--- src/hdl/rotator_config.svh ---
`ifndef ROTATOR_CONFIG_SVH
`define ROTATOR_CONFIG_SVH

// bits per weight lane
`define WR_LANE_WIDTH 8

// lanes carried side by side in one beat
`define WR_LANES 4

// kernel limits, both odd so that a half size exists
`define WR_KH_MAX 3
`define WR_KW_MAX 3

// input channels per set
`define WR_CIN_MAX 8

// image columns and row blocks
// a set is replayed once per column of each block
`define WR_COLS_MAX 4
`define WR_BLOCKS_MAX 4

`endif

--- src/hdl/rotator_pkg.sv ---
`default_nettype none

`include "rotator_config.svh"

package rotator_pkg;

  localparam int BEAT_W   = `WR_LANE_WIDTH * `WR_LANES;

  // header field widths, each sized for its largest value
  localparam int KH2_W    = $clog2(`WR_KH_MAX / 2 + 1);
  localparam int KW2_W    = $clog2(`WR_KW_MAX / 2 + 1);
  localparam int CIN_W    = $clog2(`WR_CIN_MAX);
  localparam int COLS_W   = $clog2(`WR_COLS_MAX);
  localparam int BLOCKS_W = $clog2(`WR_BLOCKS_MAX);
  localparam int HDR_W    = BLOCKS_W + COLS_W + CIN_W + KH2_W + KW2_W;

  // kernel row counter runs from 2*kh2 down to 0
  localparam int KH_W     = KH2_W + 1;

  localparam int DEPTH    = `WR_KH_MAX * `WR_CIN_MAX;
  localparam int ADDR_W   = $clog2(DEPTH);

  typedef logic [BEAT_W-1:0]   beat_t;
  typedef logic [KH2_W-1:0]    kh2_t;
  typedef logic [KW2_W-1:0]    kw2_t;
  typedef logic [CIN_W-1:0]    cin_t;
  typedef logic [COLS_W-1:0]   cols_t;
  typedef logic [BLOCKS_W-1:0] blocks_t;
  typedef logic [ADDR_W-1:0]   addr_t;

  // sideband flags sent with every output beat
  typedef struct packed {
    logic is_cin_last;
    logic is_cols_1_k2;
    logic is_top_block;
    logic is_bottom_block;
    kw2_t kw2;
  } tuser_t;

  typedef enum logic [1:0] {LD_IDLE, LD_GET_HEADER, LD_WRITE, LD_SWITCH} load_state_e;
  typedef enum logic [1:0] {ROT_IDLE, ROT_READ, ROT_SWITCH} rot_state_e;

endpackage

`default_nettype wire

--- src/hdl/weight_loader.sv ---
`default_nettype none

module weight_loader (
  input  wire logic                 aclk,
  input  wire logic                 i_reset,
  input  wire logic                 i_s_valid,
  input  wire rotator_pkg::beat_t   i_s_data,
  input  wire logic                 i_s_last,
  input  wire logic [1:0]           i_full,
  output logic                      o_s_ready,
  output logic                      o_hdr_we,
  output rotator_pkg::kw2_t         o_hdr_kw2,
  output rotator_pkg::kh2_t         o_hdr_kh2,
  output rotator_pkg::cin_t         o_hdr_cin_1,
  output rotator_pkg::cols_t        o_hdr_cols_1,
  output rotator_pkg::blocks_t      o_hdr_blocks_1,
  output logic                      o_wr_en,
  output rotator_pkg::addr_t        o_wr_addr,
  output rotator_pkg::beat_t        o_wr_data,
  output logic                      o_fill_done,
  output logic                      o_bank_sel
);

  rotator_pkg::load_state_e state, state_next;
  logic                     handshake;

  assign handshake = i_s_valid && o_s_ready;

  // header fields sit in the low bits of the first beat, kw2 lowest
  assign {o_hdr_blocks_1, o_hdr_cols_1, o_hdr_cin_1, o_hdr_kh2, o_hdr_kw2} =
    i_s_data[rotator_pkg::HDR_W-1:0];

  assign o_hdr_we    = handshake && (state == rotator_pkg::LD_GET_HEADER);
  assign o_wr_en     = handshake && (state == rotator_pkg::LD_WRITE);
  assign o_wr_data   = i_s_data;
  assign o_fill_done = state == rotator_pkg::LD_SWITCH;

  always_comb begin
    state_next = state;
    unique case (state)
      rotator_pkg::LD_IDLE: begin
        // never touch a bank that still waits to be drained
        if (!i_full[o_bank_sel]) state_next = rotator_pkg::LD_GET_HEADER;
      end
      rotator_pkg::LD_GET_HEADER: begin
        if (handshake) state_next = rotator_pkg::LD_WRITE;
      end
      rotator_pkg::LD_WRITE: begin
        if (handshake && i_s_last) state_next = rotator_pkg::LD_SWITCH;
      end
      rotator_pkg::LD_SWITCH: begin
        state_next = rotator_pkg::LD_IDLE;
      end
      default: state_next = rotator_pkg::LD_IDLE;
    endcase
  end

  always_ff @(posedge aclk) begin
    if (i_reset) begin
      state      <= rotator_pkg::LD_IDLE;
      o_s_ready  <= 1'b0;
      o_bank_sel <= 1'b0;
      o_wr_addr  <= '0;
    end else begin
      state <= state_next;
      // ready rises one cycle into GET_HEADER and holds through WRITE
      o_s_ready <= (state_next == rotator_pkg::LD_WRITE) ||
                   (state == rotator_pkg::LD_GET_HEADER &&
                    state_next == rotator_pkg::LD_GET_HEADER);
      if (state == rotator_pkg::LD_SWITCH) o_bank_sel <= !o_bank_sel;
      if (state == rotator_pkg::LD_GET_HEADER) begin
        o_wr_addr <= '0;
      end else if (o_wr_en) begin
        o_wr_addr <= o_wr_addr + 1'b1;
      end
    end
  end

endmodule

`default_nettype wire

--- src/hdl/weight_bank.sv ---
`default_nettype none

module weight_bank (
  input  wire logic                 aclk,
  input  wire logic                 i_reset,
  input  wire logic                 i_sel,
  input  wire logic                 i_hdr_we,
  input  wire rotator_pkg::kw2_t    i_hdr_kw2,
  input  wire rotator_pkg::kh2_t    i_hdr_kh2,
  input  wire rotator_pkg::cin_t    i_hdr_cin_1,
  input  wire rotator_pkg::cols_t   i_hdr_cols_1,
  input  wire rotator_pkg::blocks_t i_hdr_blocks_1,
  input  wire logic                 i_wr_en,
  input  wire rotator_pkg::addr_t   i_wr_addr,
  input  wire rotator_pkg::beat_t   i_wr_data,
  input  wire logic                 i_fill_done,
  input  wire rotator_pkg::addr_t   i_rd_addr,
  input  wire logic                 i_drain_done,
  output rotator_pkg::beat_t        o_rd_data,
  output logic                      o_full,
  output rotator_pkg::kh2_t         o_kh2,
  output rotator_pkg::kw2_t         o_kw2,
  output rotator_pkg::cin_t         o_cin_1,
  output rotator_pkg::cols_t        o_cols_1,
  output rotator_pkg::blocks_t      o_blocks_1
);

  rotator_pkg::beat_t mem [rotator_pkg::DEPTH];

  // one write port, registered read
  always_ff @(posedge aclk) begin
    if (i_sel && i_wr_en) mem[i_wr_addr] <= i_wr_data;
    o_rd_data <= mem[i_rd_addr];
  end

  // shape of the set held in this bank
  always_ff @(posedge aclk) begin
    if (i_sel && i_hdr_we) begin
      o_kh2      <= i_hdr_kh2;
      o_kw2      <= i_hdr_kw2;
      o_cin_1    <= i_hdr_cin_1;
      o_cols_1   <= i_hdr_cols_1;
      o_blocks_1 <= i_hdr_blocks_1;
    end
  end

  // set once the loader finishes, cleared once the sequencer is done
  always_ff @(posedge aclk) begin
    if (i_reset) begin
      o_full <= 1'b0;
    end else if (i_sel && i_fill_done) begin
      o_full <= 1'b1;
    end else if (i_drain_done) begin
      o_full <= 1'b0;
    end
  end

endmodule

`default_nettype wire

--- src/hdl/rotation_sequencer.sv ---
`default_nettype none

module rotation_sequencer (
  input  wire logic                 aclk,
  input  wire logic                 i_reset,
  input  wire logic [1:0]           i_full,
  input  wire rotator_pkg::kh2_t    i_kh2 [2],
  input  wire rotator_pkg::kw2_t    i_kw2 [2],
  input  wire rotator_pkg::cin_t    i_cin_1 [2],
  input  wire rotator_pkg::cols_t   i_cols_1 [2],
  input  wire rotator_pkg::blocks_t i_blocks_1 [2],
  input  wire rotator_pkg::beat_t   i_rd_data [2],
  input  wire logic                 i_m_ready,
  output rotator_pkg::addr_t        o_rd_addr,
  output logic                      o_drain_done,
  output logic                      o_bank_sel,
  output logic                      o_m_valid,
  output rotator_pkg::beat_t        o_m_data,
  output logic                      o_m_last,
  output rotator_pkg::tuser_t       o_m_user
);

  rotator_pkg::rot_state_e      state, state_next;
  logic [rotator_pkg::KH_W-1:0] count_kh, top_kh;
  rotator_pkg::cin_t            count_cin;
  rotator_pkg::cols_t           count_cols;
  rotator_pkg::blocks_t         count_blocks;
  rotator_pkg::addr_t           addr, addr_next;
  logic                         last_kh, last_cin, last_cols, last_blocks;
  logic                         handshake;

  // kernel height minus one
  assign top_kh = {i_kh2[o_bank_sel], 1'b0};

  assign last_kh     = count_kh == '0;
  assign last_cin    = count_cin == '0;
  assign last_cols   = count_cols == '0;
  assign last_blocks = count_blocks == '0;

  assign o_m_valid    = state == rotator_pkg::ROT_READ;
  assign o_drain_done = state == rotator_pkg::ROT_SWITCH;
  assign handshake    = o_m_valid && i_m_ready;

  // each pass of kh*cin beats starts again at address zero
  assign addr_next = (last_kh && last_cin) ? '0 : addr + 1'b1;
  // stalled beats re-read their own address
  assign o_rd_addr = handshake ? addr_next : addr;

  assign o_m_data = i_rd_data[o_bank_sel];
  assign o_m_last = last_kh && last_cin && last_cols && last_blocks;

  assign o_m_user.is_cin_last     = last_kh && last_cin;
  // cols-1-c == kw2, with count_cols holding cols-1-c
  assign o_m_user.is_cols_1_k2    = count_cols == rotator_pkg::cols_t'(i_kw2[o_bank_sel]);
  assign o_m_user.is_top_block    = count_blocks == i_blocks_1[o_bank_sel];
  assign o_m_user.is_bottom_block = last_blocks;
  assign o_m_user.kw2             = i_kw2[o_bank_sel];

  always_comb begin
    state_next = state;
    unique case (state)
      rotator_pkg::ROT_IDLE: begin
        if (i_full[o_bank_sel]) state_next = rotator_pkg::ROT_READ;
      end
      rotator_pkg::ROT_READ: begin
        if (handshake && o_m_last) state_next = rotator_pkg::ROT_SWITCH;
      end
      rotator_pkg::ROT_SWITCH: begin
        state_next = rotator_pkg::ROT_IDLE;
      end
      default: state_next = rotator_pkg::ROT_IDLE;
    endcase
  end

  always_ff @(posedge aclk) begin
    if (i_reset) begin
      state      <= rotator_pkg::ROT_IDLE;
      o_bank_sel <= 1'b0;
      addr       <= '0;
    end else begin
      state <= state_next;
      if (state == rotator_pkg::ROT_SWITCH) o_bank_sel <= !o_bank_sel;
      if (handshake) addr <= addr_next;
    end
  end

  // nested down-counters, kh innermost, then cin, cols, blocks
  always_ff @(posedge aclk) begin
    if (i_reset) begin
      count_kh     <= '0;
      count_cin    <= '0;
      count_cols   <= '0;
      count_blocks <= '0;
    end else if (state == rotator_pkg::ROT_IDLE) begin
      count_kh     <= top_kh;
      count_cin    <= i_cin_1[o_bank_sel];
      count_cols   <= i_cols_1[o_bank_sel];
      count_blocks <= i_blocks_1[o_bank_sel];
    end else if (handshake) begin
      count_kh <= last_kh ? top_kh : count_kh - 1'b1;
      if (last_kh) begin
        count_cin <= last_cin ? i_cin_1[o_bank_sel] : count_cin - 1'b1;
        if (last_cin) begin
          count_cols <= last_cols ? i_cols_1[o_bank_sel] : count_cols - 1'b1;
          if (last_cols) begin
            count_blocks <= last_blocks ? i_blocks_1[o_bank_sel] : count_blocks - 1'b1;
          end
        end
      end
    end
  end

endmodule

`default_nettype wire

--- src/hdl/weight_rotator.sv ---
`default_nettype none

module weight_rotator (
  input  wire logic                aclk,
  input  wire logic                i_reset,
  input  wire logic                i_s_valid,
  output logic                     o_s_ready,
  input  wire rotator_pkg::beat_t  i_s_data,
  input  wire logic                i_s_last,
  output logic                     o_m_valid,
  input  wire logic                i_m_ready,
  output rotator_pkg::beat_t       o_m_data,
  output logic                     o_m_last,
  output rotator_pkg::tuser_t      o_m_user
);

  // loader to banks
  logic                 ld_hdr_we, ld_wr_en, ld_fill_done, ld_bank;
  rotator_pkg::kw2_t    ld_kw2;
  rotator_pkg::kh2_t    ld_kh2;
  rotator_pkg::cin_t    ld_cin_1;
  rotator_pkg::cols_t   ld_cols_1;
  rotator_pkg::blocks_t ld_blocks_1;
  rotator_pkg::addr_t   ld_wr_addr;
  rotator_pkg::beat_t   ld_wr_data;

  // sequencer to banks
  rotator_pkg::addr_t   rd_addr;
  logic                 rd_drain_done, rd_bank;

  // per bank state
  logic [1:0]           bank_full;
  rotator_pkg::beat_t   bank_data [2];
  rotator_pkg::kh2_t    bank_kh2 [2];
  rotator_pkg::kw2_t    bank_kw2 [2];
  rotator_pkg::cin_t    bank_cin_1 [2];
  rotator_pkg::cols_t   bank_cols_1 [2];
  rotator_pkg::blocks_t bank_blocks_1 [2];

  weight_loader u_loader (
    .aclk(aclk), .i_reset(i_reset),
    .i_s_valid(i_s_valid), .i_s_data(i_s_data), .i_s_last(i_s_last), .i_full(bank_full),
    .o_s_ready(o_s_ready), .o_hdr_we(ld_hdr_we),
    .o_hdr_kw2(ld_kw2), .o_hdr_kh2(ld_kh2), .o_hdr_cin_1(ld_cin_1),
    .o_hdr_cols_1(ld_cols_1), .o_hdr_blocks_1(ld_blocks_1),
    .o_wr_en(ld_wr_en), .o_wr_addr(ld_wr_addr), .o_wr_data(ld_wr_data),
    .o_fill_done(ld_fill_done), .o_bank_sel(ld_bank)
  );

  for (genvar i = 0; i < 2; i++) begin : g_bank
    weight_bank u_bank (
      .aclk(aclk), .i_reset(i_reset), .i_sel(ld_bank == 1'(i)), .i_hdr_we(ld_hdr_we),
      .i_hdr_kw2(ld_kw2), .i_hdr_kh2(ld_kh2), .i_hdr_cin_1(ld_cin_1),
      .i_hdr_cols_1(ld_cols_1), .i_hdr_blocks_1(ld_blocks_1),
      .i_wr_en(ld_wr_en), .i_wr_addr(ld_wr_addr), .i_wr_data(ld_wr_data),
      .i_fill_done(ld_fill_done), .i_rd_addr(rd_addr),
      .i_drain_done(rd_drain_done && rd_bank == 1'(i)),
      .o_rd_data(bank_data[i]), .o_full(bank_full[i]),
      .o_kh2(bank_kh2[i]), .o_kw2(bank_kw2[i]), .o_cin_1(bank_cin_1[i]),
      .o_cols_1(bank_cols_1[i]), .o_blocks_1(bank_blocks_1[i])
    );
  end

  rotation_sequencer u_sequencer (
    .aclk(aclk), .i_reset(i_reset), .i_full(bank_full),
    .i_kh2(bank_kh2), .i_kw2(bank_kw2), .i_cin_1(bank_cin_1),
    .i_cols_1(bank_cols_1), .i_blocks_1(bank_blocks_1), .i_rd_data(bank_data),
    .i_m_ready(i_m_ready), .o_rd_addr(rd_addr), .o_drain_done(rd_drain_done),
    .o_bank_sel(rd_bank), .o_m_valid(o_m_valid), .o_m_data(o_m_data),
    .o_m_last(o_m_last), .o_m_user(o_m_user)
  );

endmodule

`default_nettype wire

--- config.mk ---
export PLATFORM = sky130hd
export DESIGN_NAME = weight_rotator
export DESIGN_NICKNAME = d
export VERILOG_FILES = /design/src/hdl/rotator_pkg.sv /design/src/hdl/weight_loader.sv /design/src/hdl/weight_bank.sv /design/src/hdl/rotation_sequencer.sv /design/src/hdl/weight_rotator.sv
export VERILOG_INCLUDE_DIRS = /design/src /design/src/hdl
export SDC_FILE = /design/constraint.sdc
export NUM_CORES = 2
export LEC_CHECK = 0
export BUFFER_PORTS_ARGS = -buffer_cell sky130_fd_sc_hd__buf_2
export CORE_UTILIZATION = 35
export DETAILED_ROUTE_END_ITERATION = 10
export PLACE_DENSITY_LB_ADDON = 0.15
export SKIP_LAST_GASP = 1
export SYNTH_ARGS = -nofsm -noshare
export SYNTH_HDL_FRONTEND = slang
export SYNTH_SLANG_ARGS = --single-unit
--- constraint.sdc ---
create_clock -name aclk -period 3.6 [get_ports aclk]
set_input_delay 0.72 -clock aclk [delete_from_list [all_inputs] [get_ports aclk]]
set_output_delay 0.72 -clock aclk [all_outputs]
set_load 0.02 [all_outputs]
======== After elaboration in Yosys (flattened, before gate mapping) ========
Memories as Yosys holds them, arrays and structs flattened. A register that Yosys moved wholly into a read port is not among the register bits.
Index checks and enable logic that the tools add are counted.
cells by class
  add/subtract/negate cells ............... 6
  $lt $le $gt $ge ......................... 3
  equality and inequality tests ........... 11
  multiplexer cells ....................... 57
  bitwise operators ....................... 3
  reductions and logical operators ........ 39
operators by type and width
  kind                                                         count
  2-to-1 mux 32 bit                                            3
  2-to-1 mux 2 bit                                             25
  2-to-1 mux 3 bit                                             7
  logical AND 1 bit                                            18
  2-to-1 mux 1 bit                                             18
  nonzero test 2 bit                                           6
  adder 5 x 1 -> 5 bit (second input constant)                 2
  zero test 2 bit                                              5
  2-to-1 mux 5 bit                                             2
  == test 2 bit (second input constant)                        4
  case mux 2 bit (4 select lines)                              1
  == test 2 x 1 -> 1 bit (second input constant)               3
  subtractor 2 x 1 -> 2 bit (second input constant)            3
  less-than comparator 1 x 2 -> 1 bit (second input constant)  2
  case mux 2 bit (2 select lines)                              1
  AND reduction 2 bit                                          2
  AND reduction 4 bit                                          1
  OR reduction 2 bit                                           2
  zero test 3 bit                                              1
  AND reduction 3 bit                                          1
  subtractor 3 x 1 -> 3 bit (second input constant)            1
  == test 2 x 1 -> 1 bit                                       1
  == test 2 bit                                                1
  >= comparator 2 bit (second input constant)                  1
  other kinds (6)                                              8
storage, ports and cells
  flip-flop bits (word level) ............. 46
  bits in writable memories ............... 1536
  output and inout port bits .............. 40
  word-level logic and storage cells ...... 145
  memories ................................ 2
memories
  memory                depth  width  read ports  clocked after Yosys merged registers in  write ports  RTL line           source
  g_bank[0].u_bank.mem  24     32     1           1                                        1            weight_bank.sv:28  rotator_pkg::beat_t mem [rotator_pkg::DEPTH];
  g_bank[1].u_bank.mem  24     32     1           1                                        1            weight_bank.sv:28

======== Depth between registers and ports, before layout ========
  depth after elaboration ................. 10
  gate-level depth with buffers ........... 15
  depth with buffers taken out ............ 10

======== Cells and area by module ========
A second synthesis with hierarchy kept.
second synthesis, totals
  cell total of the unflattened synthesis .. 3402
  area, all modules ....................... 63452.1 µm²
by module, submodules not included
  module                           times used  cells each  area each (µm²)
  weight_bank at g_bank[0].u_bank  1           1568        30599.3
  weight_bank at g_bank[1].u_bank  1           1568        30595.6
  rotation_sequencer               1           175         1502.7
  weight_loader                    1           88          734.5
  weight_rotator                   1           3           20.0

======== Least setup slack after synthesis ========
Ideal clock, no wire load.
  path type ............................... input to register
  from .................................... input i_s_valid
  to ...................................... memory g_bank[1].u_bank.mem[21][0] in the netlist's numbering (enable)
  arrival time ............................ 2707 ps
  data required time ...................... 3179 ps
  path slack .............................. 471 ps
  stages on the path ...................... 4
  buffers on the path ..................... 0
  cells stage by stage .................... nand2_1 nor3_1 nand2_1 nor2_1
on the way
  longest elaborated chain between the ends .. 5
RTL lines
  item                                    RTL line             source
  from (decl)                             weight_rotator.sv:6  input wire logic i_s_valid,
  logical AND 1 bit                       weight_loader.sv:27  assign handshake = i_s_valid && o_s_ready;
  logical AND 1 bit                       weight_loader.sv:34  assign o_wr_en = handshake && (state == rotator_pkg::LD_WRITE);
  logical AND 1 bit                       weight_bank.sv:32    if (i_sel && i_wr_en) mem[i_wr_addr] <= i_wr_data;
  2-to-1 mux 1 bit                        weight_bank.sv:32
  2-to-1 mux 1 bit (not written as such)  weight_bank.sv:32
  to (decl)                               weight_bank.sv:28
No other way between the ends.

======== Worst setup path after layout ========
  from .................................... register u_sequencer.count_cin[0]
  to ...................................... register g_bank[0].u_bank.o_rd_data[9], read port of g_bank[0].u_bank.mem
on the way
  longest elaborated chain between the ends .. 4
RTL lines
  item                    RTL line                   source
  from (decl)             rotation_sequencer.sv:25   rotator_pkg::cin_t count_cin;
  from (signal assigned)  rotation_sequencer.sv:96   count_cin <= i_cin_1[o_bank_sel];
  from (signal assigned)  rotation_sequencer.sv:102  count_cin <= last_cin ? i_cin_1[o_bank_sel] : count_cin - 1'b1;
  zero test 3 bit         rotation_sequencer.sv:36   assign last_cin = count_cin == '0;
  logical AND 1 bit       rotation_sequencer.sv:45   assign addr_next = (last_kh && last_cin) ? '0 : addr + 1'b1;
  2-to-1 mux 5 bit        rotation_sequencer.sv:45
  2-to-1 mux 5 bit        --
  to (decl)               weight_bank.sv:19          output rotator_pkg::beat_t o_rd_data,
No other way between the ends.
A chain may end at the register's enable or synchronous reset.

==> impl_summary.log <==
INFO  metric synthCells = ~5,500
INFO  metric library_cells_used_by_synthesis = between 50 and 60
INFO  metric number_of_enable_type_register_cells_in_the_synthesized_netlist = 1,554
INFO  metric pre_cts_slack = 0.09504 ns
INFO  metric net-switching-power = roughly 8.6 mW
INFO  metric max_slew.worst_pin.slew = 1.435 ns
INFO  metric clock_tree_from_tritoncts = done
INFO  metric finalNonFillerCells = 8,427
INFO  metric number_of_drc_markers_in_iteration_0 = roughly 5,200
INFO  metric most_frequent_standard_cell_in_the_layout_excluding_fill_and_tap_cells = sky130_fd_sc_hd__edfxtp_1
INFO  metric setup_slack = 0.1313 ns
INFO  metric timing.fmax = between 0.2 and 0.3 GHz
INFO  metric comb_power_share = 2.4%
INFO  metric vias = approximately 50,000
INFO  metric place_area = about 76,000 um2
INFO  metric power.static_leakage = 27.50 nW
INFO  metric rsz0062_at_grt = no
INFO  metric max_cap_viol_count = 0
INFO  metric run_status = finished clean
INFO  metric syn_nets = 5,592
INFO  metric hold_slack = 0.3019 ns
INFO  metric synth.ff_latch_count = between 1,500 and 2,000
INFO  metric floorplan.die.height = ~450 um
INFO  metric cts_setup_buffers = 0
INFO  metric hp-start = i_s_valid
INFO  metric routed_via_density = 5.885
INFO  metric seq_power_share = 52.2%
INFO  metric setup_tns = 0 ns
INFO  metric grt_antenna_before_repair = 21
INFO  metric postSynthAreaPerCell = 12.59 um2
INFO  metric portion_of_total_power_attributed_to_the_clock_network = 45.4%
INFO  metric min_period = about 3.5 ns
INFO  metric switching_part_of_the_total_power = a little over a fifth
INFO  metric grt_pass1_wl = 357,100 um
INFO  metric setup_viol = 0
INFO  metric postRouteWirelength = 252,900 um
INFO  metric floorplan.die.width = 448.8 um
INFO  metric synth_mux_area_share = 1.678%
INFO  metric post-route-util = between 40% and 50%
INFO  metric critPathCaptureType = flip-flop
INFO  metric dieArea = a little over 200,000 um2
INFO  metric timing_worst_setup_path_type = reg2reg
INFO  metric worst-endpoint-arrival = 4.18 ns
INFO  metric synth_compound_area_share = 14.01%
INFO  metric placeableCoreArea = roughly 200,000 um2
INFO  metric async_reset_ff_share = 0%
INFO  metric synth_top_family_by_area = compound AO/OA/AOI/OAI gates
INFO  metric cts_htree_levels = 4
INFO  metric intPower = 31.58 mW
INFO  metric first_global_vias = around 47,000
INFO  metric place.detailed.hpwl = 143,700 um
INFO  metric post_synthesis_to_final_layout_area_growth = 16.84%
INFO  metric placed_cells = around 8,100
INFO  metric drt_drc_violations_left = 0
INFO  metric rows = 163
INFO  metric yosysWarnings = 0
INFO  metric synthXorXnorAreaFrac = 0.1254%
INFO  metric numPortBuffers = 76
INFO  metric hold_depth = 3
INFO  metric ir_drop = 0.4015 mV
INFO  metric regToRegSetupSlack = 0.13 ns
INFO  metric worst_slew_margin_rel = about 4.3%
INFO  metric cts_sinks = 1,646
INFO  metric final_cell_mix = sky130_fd_sc_hd__edfxtp_1, sky130_fd_sc_hd__nand2_1, sky130_fd_sc_hd__a21oi_1, sky130_fd_sc_hd__o22ai_1, sky130_fd_sc_hd__nor3_1
INFO  metric synth_adder_area_share = 0.1254%
INFO  metric final_hold_viol_count = 0
INFO  metric synth_sequential_area_ratio = 69.42%
INFO  metric floorplan.initialDensity = 35.32%
INFO  metric holdCritPathClass = in2reg
INFO  metric final_design_area_no_fill = 81,630 um2
INFO  metric route.antenna.remaining_nets = 0
INFO  metric min_period_over_period = between 90% and 100%
INFO  metric finalClockSkew = 0.03468 ns
INFO  metric final_nets = 5,666
INFO  metric synth_simple_gate_area_share = 10.56%
INFO  metric routed_wire_length_per_instance = 30.01 um
INFO  metric global_route.overflow_total = 0
INFO  metric path_max_fanout = 55
INFO  metric drive_above_1_share = 12.28%
INFO  metric powerDensity = approximately 500 nW/um2
INFO  metric numCtsBuffers = 179
INFO  metric r2r-start = u_sequencer.count_cin[0]$_SDFFE_PP0P_
INFO  metric cts_buffer_depth = 3
INFO  metric detailed_router_iteration_count_before_antenna_repair = 5
INFO  metric cp_data_required_time = about 4.3 ns
INFO  metric grt_max_degree = 169
INFO  metric clk_pin_slew = 0.06 ns
INFO  metric clkLatencyLatePin = 0.83 ns
INFO  metric grt_usage = 24.52%
INFO  metric clock_tree.root_cell = sky130_fd_sc_hd__clkbuf_16
INFO  metric place.gp.congestion = 0.8047
INFO  metric crit_path_start = u_sequencer.count_cin[0]$_SDFFE_PP0P_
INFO  metric synth.cell_area = around 70,000 um2
INFO  metric worst_r2r_path_depth = 12
INFO  metric num_io_pins = 77
INFO  metric totalPowerFinal = 40.17 mW
INFO  metric drv_slew = 0
INFO  metric fillerInstances = 18,320
INFO  metric setup.worst_path.start_class = flip-flop
INFO  metric post_synth_top_flop = sky130_fd_sc_hd__edfxtp_1
[final cells by class]
| type | count | area (um2) | area share, % |
|---|---|---|---|
| Inverter | 260 | 991.0 | 1.214 |
| Clock inverter | 93 | 790.8 | 0.9687 |
| Multi-Input combinational cell | 3196 | 18990 | 23.26 |
| Antenna cell | 12 | 30.03 | 0.03678 |
| Clock buffer | 241 | 4959 | 6.074 |
| Timing Repair Buffer | 339 | 4056 | 4.969 |
| Tap cell | 2640 | 3303 | 4.046 |
| Sequential cell | 1646 | 48510 | 59.43 |
[critical path, cell delays in order, from the launching register on]
cell	delay, ns
sky130_fd_sc_hd__dfxtp_1	0.31
sky130_fd_sc_hd__inv_1	0.10
sky130_fd_sc_hd__ha_1	0.21
sky130_fd_sc_hd__or4b_4	0.66
sky130_fd_sc_hd__inv_8	0.16
sky130_fd_sc_hd__or3_1	0.18
sky130_fd_sc_hd__and2_4	0.19
sky130_fd_sc_hd__buf_12	0.22
sky130_fd_sc_hd__buf_12	0.29
sky130_fd_sc_hd__mux2i_1	0.25
sky130_fd_sc_hd__a32oi_1	0.08
sky130_fd_sc_hd__a31oi_1	0.36
sky130_fd_sc_hd__and3b_1	0.22
[synth_stat cells (7+ instances only)]
| cell type | number | share of area, % |
|---|---|---|
| sky130_fd_sc_hd__a21oi_1 | 394 | 2.8 |
| sky130_fd_sc_hd__a31oi_1 | 191 | 1.7 |
| sky130_fd_sc_hd__a32oi_1 | 64 | 0.80 |
| sky130_fd_sc_hd__and3_1 | 131 | 1.2 |
| sky130_fd_sc_hd__and3b_1 | 64 | 0.80 |
| sky130_fd_sc_hd__buf_1 | 24 | 0.13 |
| sky130_fd_sc_hd__buf_2 | 113 | 0.81 |
| sky130_fd_sc_hd__buf_4 | 14 | 0.15 |
| sky130_fd_sc_hd__clkbuf_1 | 294 | 1.6 |
| sky130_fd_sc_hd__dfxtp_1 | 92 | 2.6 |
| sky130_fd_sc_hd__edfxtp_1 | 1554 | 67 |
| sky130_fd_sc_hd__ha_1 | 7 | 0.13 |
| sky130_fd_sc_hd__inv_1 | 259 | 1.4 |
| sky130_fd_sc_hd__mux2_2 | 37 | 0.60 |
| sky130_fd_sc_hd__mux2i_1 | 71 | 1.0 |
| sky130_fd_sc_hd__nand2_1 | 927 | 5.0 |
| sky130_fd_sc_hd__nand3_1 | 134 | 0.96 |
| sky130_fd_sc_hd__nor2_1 | 93 | 0.50 |
| sky130_fd_sc_hd__nor3_1 | 259 | 1.9 |
| sky130_fd_sc_hd__o221ai_1 | 253 | 3.2 |
| sky130_fd_sc_hd__o22ai_1 | 378 | 3.4 |
| sky130_fd_sc_hd__o32a_1 | 126 | 1.8 |
[final timing paths]
check | end
setup / recovery | g_bank[0].u_bank.o_rd_data[9]$_DFF_P_
hold / removal | u_loader.state[1]$_SDFF_PP0_
setup reg to reg | g_bank[0].u_bank.o_rd_data[9]$_DFF_P_
hold reg to reg | u_sequencer.count_kh[1]$_SDFFE_PP0P_
[power groups by stage]
stage	Combinational (mW)	Sequential, mW	Clock (mW)
after global routing	1.05	21.0	19.2
after CTS	0.978	21.0	18.5
after global placement	0.959	21.4	0
final	0.974	21.0	18.2
after floorplan	0.457	21.4	0
after detailed placement	0.974	21.4	0
[state kept, by name, summed over array words and instances, names as in the netlist, 3 cells and up]
name / count
g_bank.u_bank.o_cols_1: 4
u_sequencer.count_cin: 3
u_loader.o_wr_addr: 5
g_bank.u_bank.o_cin_1: 6
u_sequencer.addr: 5
g_bank.u_bank.o_blocks_1: 4
g_bank.u_bank.o_rd_data: 64
g_bank.u_bank.mem: 1536
[logic make-up (layout without fill, tap and decap cells)]
| family | after synthesis | in the layout |
|---|---|---|
| buf+inv | 706 | 933 |
| mux | 110 | 110 |
| simple gates | 1637 | 1637 |
| fa+ha+maj | 7 | 7 |
| flops | 1646 | 1646 |
| xor+xnor | 10 | 10 |
| compound gates | 1432 | 1432 |
| other cells | 0 | 12 |
[timing repair]
item                                    4_1_cts  5_1_grt
endpoints found under the setup margin        0        2
resized for setup                             0        2
hold buffers                                  0        0
[metal layers]
metal,up-vias,GRT usage (%),part of all wire (%)
met1,25380,33.92,43
met2,2110,38.65,46
met5,-,0,0.0095
met4,4,8.874,3.8
met3,445,4.216,7.3
li1,21650,-,-
No activity file was read; power rests on OpenSTA's default activity.
